File: config.mk
export PLATFORM = sky130hd
export DESIGN_NAME = time_setter
export DESIGN_NICKNAME = d
export VERILOG_FILES = /design/src/clock_pkg.sv /design/src/button_pulse.sv /design/src/cursor_ctrl.sv /design/src/digit_editor.sv /design/src/weekday_calc.sv /design/src/time_setter.sv
export VERILOG_INCLUDE_DIRS = /design/src
export SDC_FILE = /design/constraint.sdc
export NUM_CORES = 1
export LEC_CHECK = 0
export ABC_AREA = 1
export BUFFER_PORTS_ARGS = -buffer_cell sky130_fd_sc_hd__buf_2
export CORE_MARGIN = 2
export CORE_UTILIZATION = 45
export DETAILED_ROUTE_END_ITERATION = 8
export GPL_TIMING_DRIVEN = 0
export SLEW_MARGIN = 20
export SYNTH_ARGS = -nofsm -noshare
export SYNTH_HDL_FRONTEND = slang
export SYNTH_HIERARCHICAL = 1
export SYNTH_SLANG_ARGS = --single-unit
File: constraint.sdc
create_clock -name clk -period 15.5 [get_ports clk]
set_input_delay 2.325 -clock clk [delete_from_list [all_inputs] [get_ports clk]]
set_output_delay 2.325 -clock clk [all_outputs]
set_load 0.02 [all_outputs]
File: src/clock_consts.svh
`ifndef CLOCK_CONSTS_SVH
`define CLOCK_CONSTS_SVH

// consecutive high samples before a button fires
`define HOLD_CYCLES 3

// mode code that allows editing
`define SET_MODE 4'd0

// year x4, month, day, hour, minute, second x2
`define NUM_DIGITS 14

// 2023-01-01 00:00:00 in bcd
`define RESET_WORD 56'h2023_0101_000000

`endif

File: src/clock_pkg.sv
`default_nettype none

`include "clock_consts.svh"

package clock_pkg;

    typedef logic [3:0] bcd_t;

    // 0 is seconds units, 13 is year thousands
    typedef logic [3:0] cursor_t;

    typedef struct packed {
        logic [15:0] year;
        logic [7:0]  month;
        logic [7:0]  day;
        logic [7:0]  hour;
        logic [7:0]  minute;
        logic [7:0]  sec;
    } clock_fields_t;

    // same 56 bits seen as calendar fields or as cursor-indexed digits
    typedef union packed {
        clock_fields_t                fields;
        bcd_t [`NUM_DIGITS-1:0]       digits;
    } clock_word_u;

endpackage

`default_nettype wire

File: src/button_pulse.sv
`timescale 1ns/1ps
`default_nettype none

`include "clock_consts.svh"

module button_pulse (
    input  logic clk,
    input  logic start_set,
    input  logic button,
    output logic pulse
);

    localparam int CNT_W = $clog2(`HOLD_CYCLES + 2);
    localparam logic [CNT_W-1:0] HOLD = CNT_W'(`HOLD_CYCLES);
    localparam logic [CNT_W-1:0] CNT_MAX = CNT_W'(`HOLD_CYCLES + 1);

    logic [CNT_W-1:0] hold_cnt;

    always_ff @(posedge clk or posedge start_set) begin
        if (start_set) begin
            hold_cnt <= '0;
        end else if (!button) begin
            hold_cnt <= '0;                 // release rearms
        end else if (hold_cnt != CNT_MAX) begin
            hold_cnt <= hold_cnt + 1'b1;    // parks past HOLD so it never repeats
        end
    end

    always_ff @(posedge clk or posedge start_set) begin
        if (start_set) begin
            pulse <= 1'b0;
        end else begin
            pulse <= (hold_cnt == HOLD);
        end
    end

    a_single_pulse: assert property (
        @(posedge clk) disable iff (start_set)
        pulse |=> !pulse
    ) else $error("button_pulse fired on two cycles in a row");

endmodule

`default_nettype wire

File: src/cursor_ctrl.sv
`timescale 1ns/1ps
`default_nettype none

`include "clock_consts.svh"

module cursor_ctrl (
    input  logic               clk,
    input  logic               start_set,
    input  logic [3:0]         mode,
    input  logic               left_pulse,
    input  logic               right_pulse,
    output clock_pkg::cursor_t cursor
);

    import clock_pkg::*;

    localparam cursor_t TOP = cursor_t'(`NUM_DIGITS - 1);

    logic set_mode;

    assign set_mode = (mode == `SET_MODE);

    always_ff @(posedge clk or posedge start_set) begin
        if (start_set) begin
            cursor <= TOP;                  // start on year thousands
        end else if (set_mode) begin
            if (left_pulse) begin
                if (cursor == TOP) begin
                    cursor <= '0;
                end else begin
                    cursor <= cursor + 1'b1;
                end
            end else if (right_pulse) begin
                if (cursor == '0) begin
                    cursor <= TOP;
                end else begin
                    cursor <= cursor - 1'b1;
                end
            end
        end
    end

    // the editor indexes its digit array with this value
    a_cursor_range: assert property (
        @(posedge clk) disable iff (start_set)
        cursor <= TOP
    ) else $error("cursor left the digit range");

endmodule

`default_nettype wire

File: src/digit_editor.sv
`timescale 1ns/1ps
`default_nettype none

`include "clock_consts.svh"

module digit_editor (
    input  logic               clk,
    input  logic               start_set,
    input  logic [3:0]         mode,
    input  logic               up_pulse,
    input  logic               down_pulse,
    input  clock_pkg::cursor_t cursor,
    output logic [15:0]        year,
    output logic [7:0]         month,
    output logic [7:0]         day,
    output logic [7:0]         hour,
    output logic [7:0]         minute,
    output logic [7:0]         sec
);

    import clock_pkg::*;

    clock_word_u word_q;
    logic [13:0] year_bin;
    logic [6:0]  month_bin;
    logic        leap;
    bcd_t        last_t;
    bcd_t        last_u;
    bcd_t        lo;
    bcd_t        hi;
    bcd_t        cur_digit;
    bcd_t        next_digit;
    logic        edit_en;

    function automatic logic digits_valid(clock_word_u w);
        logic ok;
        ok = 1'b1;
        for (int i = 0; i < `NUM_DIGITS; i++) begin
            if (w.digits[i] > 4'd9) begin
                ok = 1'b0;
            end
        end
        return ok;
    endfunction

    assign year_bin = 14'(word_q.fields.year[15:12]) * 14'd1000
                    + 14'(word_q.fields.year[11:8]) * 14'd100
                    + 14'(word_q.fields.year[7:4]) * 14'd10
                    + 14'(word_q.fields.year[3:0]);

    assign month_bin = 7'(word_q.fields.month[7:4]) * 7'd10
                     + 7'(word_q.fields.month[3:0]);

    assign leap = (year_bin % 14'd400 == 14'd0) ||
                  ((year_bin % 14'd4 == 14'd0) && (year_bin % 14'd100 != 14'd0));

    // last day of the month as two bcd digits
    always_comb begin
        case (month_bin)
            7'd2: begin
                last_t = 4'd2;
                last_u = leap ? 4'd9 : 4'd8;
            end
            7'd4, 7'd6, 7'd9, 7'd11: begin
                last_t = 4'd3;
                last_u = 4'd0;
            end
            default: begin
                last_t = 4'd3;
                last_u = 4'd1;
            end
        endcase
    end

    // range of the digit under the cursor
    always_comb begin
        lo = 4'd0;
        hi = 4'd9;
        case (cursor)
            4'd1, 4'd3: hi = 4'd5;          // seconds and minutes tens
            4'd5:       hi = 4'd2;          // hour tens
            4'd6: begin                     // day units
                if (word_q.fields.day[7:4] == last_t) begin
                    hi = last_u;
                end else if (word_q.fields.day[7:4] > last_t) begin
                    hi = 4'd0;
                end
            end
            4'd7:       hi = (month_bin == 7'd2) ? 4'd2 : 4'd3;
            4'd8: begin                     // month units
                if (word_q.fields.month[7:4] == 4'd0) begin
                    lo = 4'd1;
                end else begin
                    hi = 4'd2;
                end
            end
            4'd9:       hi = 4'd1;
            default:    hi = 4'd9;          // units of time and year digits
        endcase
    end

    assign cur_digit = word_q.digits[cursor];

    always_comb begin
        if (up_pulse) begin
            next_digit = (cur_digit >= hi) ? lo : cur_digit + 1'b1;
        end else begin
            next_digit = (cur_digit <= lo) ? hi : cur_digit - 1'b1;
        end
    end

    assign edit_en = (mode == `SET_MODE) && (up_pulse || down_pulse);

    always_ff @(posedge clk or posedge start_set) begin
        if (start_set) begin
            word_q <= `RESET_WORD;
        end else if (edit_en) begin
            word_q.digits[cursor] <= next_digit;   // other digits untouched
        end
    end

    assign year   = word_q.fields.year;
    assign month  = word_q.fields.month;
    assign day    = word_q.fields.day;
    assign hour   = word_q.fields.hour;
    assign minute = word_q.fields.minute;
    assign sec    = word_q.fields.sec;

    a_digits_bcd: assert property (
        @(posedge clk) disable iff (start_set)
        digits_valid(word_q)
    ) else $error("digit_editor holds a non-bcd digit");

endmodule

`default_nettype wire

File: src/weekday_calc.sv
`timescale 1ns/1ps
`default_nettype none

module weekday_calc (
    input  logic        clk,
    input  logic        start_set,
    input  logic [15:0] year,
    input  logic [7:0]  month,
    input  logic [7:0]  day,
    output logic [3:0]  week
);

    logic [13:0] year_bin;
    logic [6:0]  month_bin;
    logic [6:0]  day_bin;
    logic        early;
    logic [6:0]  m_f;
    logic [13:0] y_f;
    logic [15:0] sum;

    assign year_bin = 14'(year[15:12]) * 14'd1000 + 14'(year[11:8]) * 14'd100
                    + 14'(year[7:4]) * 14'd10 + 14'(year[3:0]);
    assign month_bin = 7'(month[7:4]) * 7'd10 + 7'(month[3:0]);
    assign day_bin   = 7'(day[7:4]) * 7'd10 + 7'(day[3:0]);

    assign early = (month_bin == 7'd1) || (month_bin == 7'd2);   // jan, feb
    assign m_f   = early ? month_bin + 7'd12 : month_bin;

    // shifted by one 400-year cycle so year 0000 cannot go negative
    assign y_f = year_bin + 14'd400 - (early ? 14'd1 : 14'd0);

    assign sum = 16'(day_bin) + 16'(m_f) * 16'd2 + (16'(m_f) + 16'd1) * 16'd3 / 16'd5
               + 16'(y_f) + 16'(y_f) / 16'd4 - 16'(y_f) / 16'd100 + 16'(y_f) / 16'd400
               + 16'd1;

    always_ff @(posedge clk or posedge start_set) begin
        if (start_set) begin
            week <= 4'd0;
        end else begin
            week <= 4'(sum % 16'd7);     // 0 is sunday
        end
    end

endmodule

`default_nettype wire

File: src/time_setter.sv
`timescale 1ns/1ps
`default_nettype none

module time_setter (
    input  logic        clk,
    input  logic        start_set,
    input  logic [3:0]  mode,
    input  logic        button_l,
    input  logic        button_r,
    input  logic        button_up,
    input  logic        button_down,
    output logic [15:0] year,
    output logic [7:0]  month,
    output logic [7:0]  day,
    output logic [7:0]  hour,
    output logic [7:0]  minute,
    output logic [7:0]  sec,
    output logic [3:0]  week
);

    import clock_pkg::*;

    logic    pulse_l;
    logic    pulse_r;
    logic    pulse_up;
    logic    pulse_down;
    cursor_t cursor;

    button_pulse u_pulse_l (
        .clk       (clk),
        .start_set (start_set),
        .button    (button_l),
        .pulse     (pulse_l)
    );

    button_pulse u_pulse_r (
        .clk       (clk),
        .start_set (start_set),
        .button    (button_r),
        .pulse     (pulse_r)
    );

    button_pulse u_pulse_up (
        .clk       (clk),
        .start_set (start_set),
        .button    (button_up),
        .pulse     (pulse_up)
    );

    button_pulse u_pulse_down (
        .clk       (clk),
        .start_set (start_set),
        .button    (button_down),
        .pulse     (pulse_down)
    );

    cursor_ctrl u_cursor_ctrl (
        .clk         (clk),
        .start_set   (start_set),
        .mode        (mode),
        .left_pulse  (pulse_l),
        .right_pulse (pulse_r),
        .cursor      (cursor)
    );

    digit_editor u_digit_editor (
        .clk        (clk),
        .start_set  (start_set),
        .mode       (mode),
        .up_pulse   (pulse_up),
        .down_pulse (pulse_down),
        .cursor     (cursor),
        .year       (year),
        .month      (month),
        .day        (day),
        .hour       (hour),
        .minute     (minute),
        .sec        (sec)
    );

    weekday_calc u_weekday_calc (
        .clk       (clk),
        .start_set (start_set),
        .year      (year),
        .month     (month),
        .day       (day),
        .week      (week)
    );

endmodule

`default_nettype wire

* Word level (Yosys, flattened, before mapping) *
Index checks and enable logic that the tools add are counted.

storage, ports and cells
  bits in registers = 80
  input bits = 10
  output and inout port bits = 60
  word-level logic and storage cells = 126

cells by class
  add/subtract/negate cells = 24
  $mul = 6
  div/mod/pow operators = 6
  order comparisons = 5
  equality and inequality tests = 27
  multiplexer cells = 31
  reductions and logical operators = 16

operator list
  kind                                                                      number
  56-bit bitwise mux                                                        1
  4-bit 2-to-1 mux                                                          13
  16-bit adder                                                              2
  14-bit zero test                                                          2
  3-bit 2-to-1 mux                                                          8
  4-bit one-hot mux with 6 select lines                                     1
  16-bit by 1-bit adder with 16-bit output, second input constant           1
  16-bit by 12-bit adder with 16-bit output                                 1
  16-bit by 14-bit adder with 16-bit output                                 1
  4-bit binary-select mux with 4-bit select                                 1
  4-bit demux with 4-bit select                                             1
  14-bit by 7-bit divider with 16-bit output, second input constant         1
  14-bit by 9-bit divider with 16-bit output, second input constant         1
  16-bit by 3-bit divider with 16-bit output, second input constant         1
  16-bit by 3-bit remainder unit with 16-bit output, second input constant  1
  16-bit by 2-bit multiplier with 16-bit output, second input constant      1
  16-bit subtractor                                                         1
  14-bit by 11-bit adder with 14-bit output                                 1
  14-bit by 4-bit adder with 14-bit output                                  1
  14-bit by 8-bit adder with 14-bit output                                  1
  14-bit by 9-bit adder with 14-bit output, second input constant           1
  7-bit by 4-bit adder with 7-bit output                                    2
  7-bit by 3-bit == test with 1-bit output, second input constant           2
  7-bit by 4-bit == test with 1-bit output, second input constant           2
  39 further kinds                                                          67

* Depth between registers and ports, before layout *
  word-level depth = 16
  mapped depth = 142
  mapped depth without buffers = 140

* By module *
The synthesis kept the hierarchy.

modules (own cells, without submodules)
  module        instances  cells each  area each (um^2)  seq. area each (um^2)
  weekday_calc  1          1379        8707.1            100.1
  digit_editor  1          858         6167.2            1408.9
  button_pulse  4          19          200.2             100.1
  cursor_ctrl   1          56          349.1             103.8

* Worst setup path after synthesis *
Ideal clock, no wire load.

  path kind = flip-flop to flip-flop
  start = reg u_digit_editor/word_q[54] (netlist bit)
  end = reg u_weekday_calc.week[3]
  setup time = 0.114 ns
  arrival = 16.622 ns
  data required time = 15.386 ns
  path slack = -1.236 ns
  cell stages (with the launch flop) = 125
  path buffers = 2
  period minus slack after synthesis = 16.736 ns
  cells stage by stage = dfrtp_1 fa_1 inv_1 fa_1 inv_1 ha_1 nand2_1 inv_1 nand2_1 nand2_1 xor2_1 ha_1 inv_1 ha_1 ha_1 ha_1 inv_1 o21ai_0 [89 not listed] nand2_1 nand2_1 nand4_1 nand2_1 nand2_1 and2_1 ha_1 nand3_1 nand2_1 inv_1 nand2_1 nand2_1 nand2_1 ha_1 nand3_1 nand3_1 nand2_1 inv_1

between the ends
  word-level cells in the longest chain between the ends = 12
  elaborated cells between the ends (all ways) = 14
  those cells by class = add/sub: 10; mul: 1; div: 3

RTL lines
  element                                                                                             RTL line             source
  start, declared                                                                                     digit_editor.sv:23   clock_word_u word_q;
  start signal, assigned                                                                              digit_editor.sv:116  word_q <= `RESET_WORD;
  4-bit by 7-bit multiplier with 11-bit output (*)                                                    weekday_calc.sv:21   assign year_bin = 14'(year[15:12]) * 14'd1000 + 14'(year[11:8]) * 14'd100
  14-bit by 11-bit adder with 14-bit output (*)                                                       weekday_calc.sv:21
  14-bit by 8-bit adder with 14-bit output (*)                                                        weekday_calc.sv:22   + 14'(year[7:4]) * 14'd10 + 14'(year[3:0]);
  14-bit by 4-bit adder with 14-bit output (*)                                                        weekday_calc.sv:22
  14-bit by 9-bit adder with 14-bit output (*)                                                        weekday_calc.sv:30   assign y_f = year_bin + 14'd400 - (early ? 14'd1 : 14'd0);
  14-bit subtractor (*)                                                                               weekday_calc.sv:30
  parallel branches: the longest is 3 deep, another holds 14-bit by 7-bit divider with 16-bit output  -
  16-bit adder (*)                                                                                    weekday_calc.sv:33   + 16'(y_f) + 16'(y_f) / 16'd4 - 16'(y_f) / 16'd100 + 16'(y_f) / 16'd400
  16-bit by 1-bit adder with 16-bit output (*)                                                        weekday_calc.sv:34   + 16'd1;
  16-bit by 3-bit remainder unit with 16-bit output (*)                                               weekday_calc.sv:40   week <= 4'(sum % 16'd7);
  end signal, assigned                                                                                weekday_calc.sv:40
  end, declared                                                                                       weekday_calc.sv:10   output logic [3:0] week

Every way passes the cells marked *.
A chain may end at the register's enable or synchronous reset.

* Final worst setup path *
  start = reg u_digit_editor/word_q[53] (netlist bit)
  end = reg u_weekday_calc.week[2]

Same word-level chain as after synthesis.

==> impl_table.tex <==
\begin{tabular}{lr}
\hline
Metric & Value \\
\hline
\multicolumn{2}{l}{\textbf{CTS}} \\
TritonCTS Buffers & 9 \\
Count of H-tree levels built during CTS & 3 \\
Clock Sinks & 80 \\
Clock input transition at the sequential cells of the worst setup and hold paths & $\sim$70 ps \\
Clock tree root driver cell & sky130\_fd\_sc\_hd\_\_clkbuf\_16 \\
Clock Latency Late Sink & between 300 and 400 ps \\
Number of buffers inserted for hold repair after clock tree synthesis & 0 \\
CTS tree & built \\
Maximum number of buffers from clock root to sink & 2 \\
\multicolumn{2}{l}{\textbf{Global routing}} \\
Initial antenna violation count & 0 \\
Largest net degree at the start of global routing & 57 \\
All-layer global routing usage & 0.233 \\
Wire length of the first global-routing pass & 71.2 mm \\
Via count of the first global-routing pass & $\sim$15000 \\
Sum of overflow across all layers after global routing & 0 \\
\multicolumn{2}{l}{\textbf{Yosys}} \\
Post-Syn Area & between 15000 and 20000 um\^{}2 \\
EDFF count, synth & 0 \\
Share of the yosys chip area belonging to registers & 0.126 \\
Synth Flop Type & sky130\_fd\_sc\_hd\_\_dfrtp\_1 \\
Number of instances in the synthesized netlist & 2369 \\
Yosys reg bits & 80 \\
Mapped Nets & 2666 \\
Synth warnings & 6 \\
Average size of a mapped cell & $\sim$6.8 um\^{}2 \\
Count of different cell masters after synthesis & between 60 and 70 \\
Post-synthesis async set-or-reset flop share & 1.00 \\
\multicolumn{2}{l}{\textbf{Detailed routing}} \\
Via/cell ratio & between 5 and 6 \\
Total iterations of the first detailed-routing run & 5 \\
Antenna-violating nets left & 0 \\
Remaining routing DRC violations & 0 \\
Drt first-iter violations & 810 \\
Wirelength per Cell & roughly 14 um \\
Post-detailed-routing wire length & between 40 and 50 mm \\
Via total after detailed routing & 16000 \\
\multicolumn{2}{l}{\textbf{Status}} \\
Failing checks & negative setup slack \\
Outcome & finished with violations \\
\multicolumn{2}{l}{\textbf{Floorplanning}} \\
Area of the die & between 30000 and 40000 um\^{}2 \\
\# rows & 69 \\
Die Y-Extent & between 150 and 200 um \\
Count of pins on the block boundary & 70 \\
Core Region & about 35000 um\^{}2 \\
Width of the die & roughly 190 um \\
Initial standard-cell utilization of the core & 0.454 \\
\multicolumn{2}{l}{\textbf{STA}} \\
Post-layout worst setup margin & -1340 ps \\
Peak clock frequency supported by timing & 59.4 MHz \\
Hold Vio Cnt, Final & 0 \\
Max transition margin & 0.418 \\
Crit path time final & around 17000 ps \\
Setup violators final & 4 \\
Slew at the pin with the worst max-slew slack & 867 ps \\
Ratio of final minimum period to clock period & 1.09 \\
Max Slew Vio Count & 0 \\
RSZ-0062 raised after global routing & true \\
Post-route clock skew & approximately 11 ps \\
\multicolumn{2}{l}{\textbf{Place}} \\
Post-DP HPWL & between 30 and 40 mm \\
Worst slack, placed & -2160 ps \\
\# port buffers & 69 \\
Global placer's final weighted congestion & roughly 0.93 \\
Cell count after placement & 2900 \\
\multicolumn{2}{l}{\textbf{Worst setup path}} \\
Worst setup path category & reg -> reg \\
Critical path fanouts, max & 10 \\
Crit path top cell by count & sky130\_fd\_sc\_hd\_\_nand2\_2 \\
Sort of element at the end of the critical path & register \\
Library cell contributing the largest single delay on the critical path & sky130\_fd\_sc\_hd\_\_dfstp\_4 \\
Arrival time at the worst endpoint & 17140 ps \\
Worst path required time & around 16000 ps \\
Critical path startpoint category & register \\
Maximum single-stage delay on the critical path & 680 ps \\
\multicolumn{2}{l}{\textbf{Finish}} \\
Most common cell after layout, fill and taps aside & sky130\_fd\_sc\_hd\_\_nand2\_1 \\
Most frequent cells in the layout & 547 x sky130\_fd\_sc\_hd\_\_nand2\_1, 390 x sky130\_fd\_sc\_hd\_\_inv\_1, 186 x sky130\_fd\_sc\_hd\_\_ha\_1, 152 x sky130\_fd\_sc\_hd\_\_buf\_4, 148 x sky130\_fd\_sc\_hd\_\_nand3\_1 \\
Nets & between 2000 and 3000 \\
Final standard cell count with taps included and fillers excluded & 3075 \\
Number of fill cells in the layout & approximately 3300 \\
Synthesis-to-layout area growth & 24.5\% \\
Number of antenna cells inserted & 0 \\
Post-route core utilization & 0.565 \\
Fraction of layout cells with a size suffix above 1 & 0.261 \\
\multicolumn{2}{l}{\textbf{Flow run}} \\
MaxCap Viol Count & 0 \\
\multicolumn{2}{l}{\textbf{Min path}} \\
Tightest Hold Check Type & reg -> reg \\
\hline
\end{tabular}
worst max-delay path: cells and delay by family (launching register included):
| kind | cells | cell delay, ps |
|---|---|---|
| AOI/OAI and AO/OA | 6 | 860 |
| adders and majority gates | 14 | 4800 |
| and+or+nand+nor | 78 | 7580 |
| DFF | 1 | 680 |
| xor gates and xnor gates | 1 | 150 |
| buffers and inverters | 29 | 2680 |
final timing paths:
path,start,to,slack (ps),cells after the start
worst min register to register,u_digit_editor/word_q[7],u_digit_editor/word_q[7],510,2
worst max register to register,u_digit_editor/word_q[53],u_weekday_calc/week[2],-1340,128
worst min-delay path,u_digit_editor/word_q[7],u_digit_editor/word_q[7],510,2
max in group asynchronous,start_set,u_digit_editor/word_q[55],12760,2
worst max-delay path,u_digit_editor/word_q[53],u_weekday_calc/week[2],-1340,128
min in group asynchronous,start_set,u_weekday_calc/week[3],1980,2
metal layers:
layer,GRT usage,up-vias,part of all wire
met4,0.0446,0,0.017
met2,0.431,292,0.51
met5,0,-,0
li1,-,8085,-
met1,0.287,7546,0.44
met3,0.0295,51,0.037
Yosys cell counts (3+ instances only):
cell type | count | area share
sky130_fd_sc_hd__nand2_4 | 16 | 0.011
sky130_fd_sc_hd__nand3_4 | 9 | 0.0098
sky130_fd_sc_hd__nand4_1 | 71 | 0.028
sky130_fd_sc_hd__nand3_1 | 187 | 0.058
sky130_fd_sc_hd__buf_6 | 5 | 0.0035
sky130_fd_sc_hd__a211oi_1 | 4 | 0.0019
sky130_fd_sc_hd__nand3_2 | 17 | 0.011
sky130_fd_sc_hd__nor2_4 | 10 | 0.0070
sky130_fd_sc_hd__clkbuf_1 | 5 | 0.0012
sky130_fd_sc_hd__nor2_2 | 16 | 0.0062
sky130_fd_sc_hd__o211ai_1 | 7 | 0.0033
sky130_fd_sc_hd__inv_1 | 421 | 0.099
sky130_fd_sc_hd__nor2_1 | 135 | 0.032
sky130_fd_sc_hd__a21boi_0 | 3 | 0.0014
sky130_fd_sc_hd__a21o_1 | 6 | 0.0028
sky130_fd_sc_hd__a22o_1 | 8 | 0.0044
sky130_fd_sc_hd__a21oi_1 | 71 | 0.022
sky130_fd_sc_hd__nand4_2 | 5 | 0.0039
sky130_fd_sc_hd__nor3_1 | 10 | 0.0031
sky130_fd_sc_hd__nand2_2 | 61 | 0.024
sky130_fd_sc_hd__nand2_1 | 634 | 0.15
sky130_fd_sc_hd__fa_1 | 82 | 0.10
sky130_fd_sc_hd__dfstp_2 | 9 | 0.015
sky130_fd_sc_hd__clkinv_1 | 4 | 0.00094
sky130_fd_sc_hd__xnor2_1 | 24 | 0.013
sky130_fd_sc_hd__nand3b_1 | 9 | 0.0042
sky130_fd_sc_hd__and3_1 | 3 | 0.0012
sky130_fd_sc_hd__a31oi_1 | 4 | 0.0016
sky130_fd_sc_hd__o21ai_1 | 11 | 0.0034
sky130_fd_sc_hd__and2_1 | 6 | 0.0023
sky130_fd_sc_hd__xor2_1 | 64 | 0.035
sky130_fd_sc_hd__nand4_4 | 3 | 0.0040
sky130_fd_sc_hd__o21bai_1 | 6 | 0.0028
sky130_fd_sc_hd__dfrtp_1 | 71 | 0.11
sky130_fd_sc_hd__ha_1 | 205 | 0.16
sky130_fd_sc_hd__o21ai_0 | 81 | 0.025
sky130_fd_sc_hd__a22oi_1 | 10 | 0.0047
sky130_fd_sc_hd__inv_2 | 30 | 0.0070
sky130_fd_sc_hd__or2_2 | 4 | 0.0016
sky130_fd_sc_hd__nor4_1 | 3 | 0.0012
sky130_fd_sc_hd__a21boi_2 | 4 | 0.0028
state kept, by name, indices dropped and copies added, names as in the netlist:
signal and flops:
u_weekday_calc/week 4, u_pulse_r/hold_cnt 3, u_pulse_l/hold_cnt 3, u_digit_editor/word_q 56, u_pulse_r/pulse 1, u_pulse_up/pulse 1
u_pulse_up/hold_cnt 3, u_cursor_ctrl/cursor 4, u_pulse_l/pulse 1, u_pulse_down/hold_cnt 3, u_pulse_down/pulse 1
layout make-up:
type                       count  area, um^2  share of cell area
buffer                        13         108             0.00539
clock buffer                   9         225              0.0113
clock inverter                 7        78.8             0.00395
inverter                     455        1730              0.0865
multi-input combinational   1820       13600               0.680
sequential                    80        2030               0.102
tap                          461         577              0.0289
timing repair buffer         230        1640              0.0821
logic make-up after synthesis:
group / after synthesis / share of synthesized area
compound gates: 237 / 0.0886
xor+xnor: 88 / 0.0481
fa+ha+maj: 287 / 0.263
buf+inv: 469 / 0.113
flops: 80 / 0.126
mux: 2 / 0.00125
simple gates: 1206 / 0.361
through the flow:
stage	setup TNS (ps)	hold slack [ps]	cell area [um^2]
global route	-9280	561	20000
CTS	-3500	521	19300
finish	-5290	514	20000
floorplan	-0.187	498	16500
detailed placement	-8620	503	17500
global placement	-7260	500	17500
timing repair:
item	4_1_cts	5_1_grt
pin swaps	118	127
endpoints found under the setup margin	4	4
hold endpoints to repair	0	0
gates cloned	2	0
resized for setup	125	106
buffers inserted	128	30
Power is not shown: default switching activity piles up to over one toggle a cycle in this logic, so the estimate is an artifact.
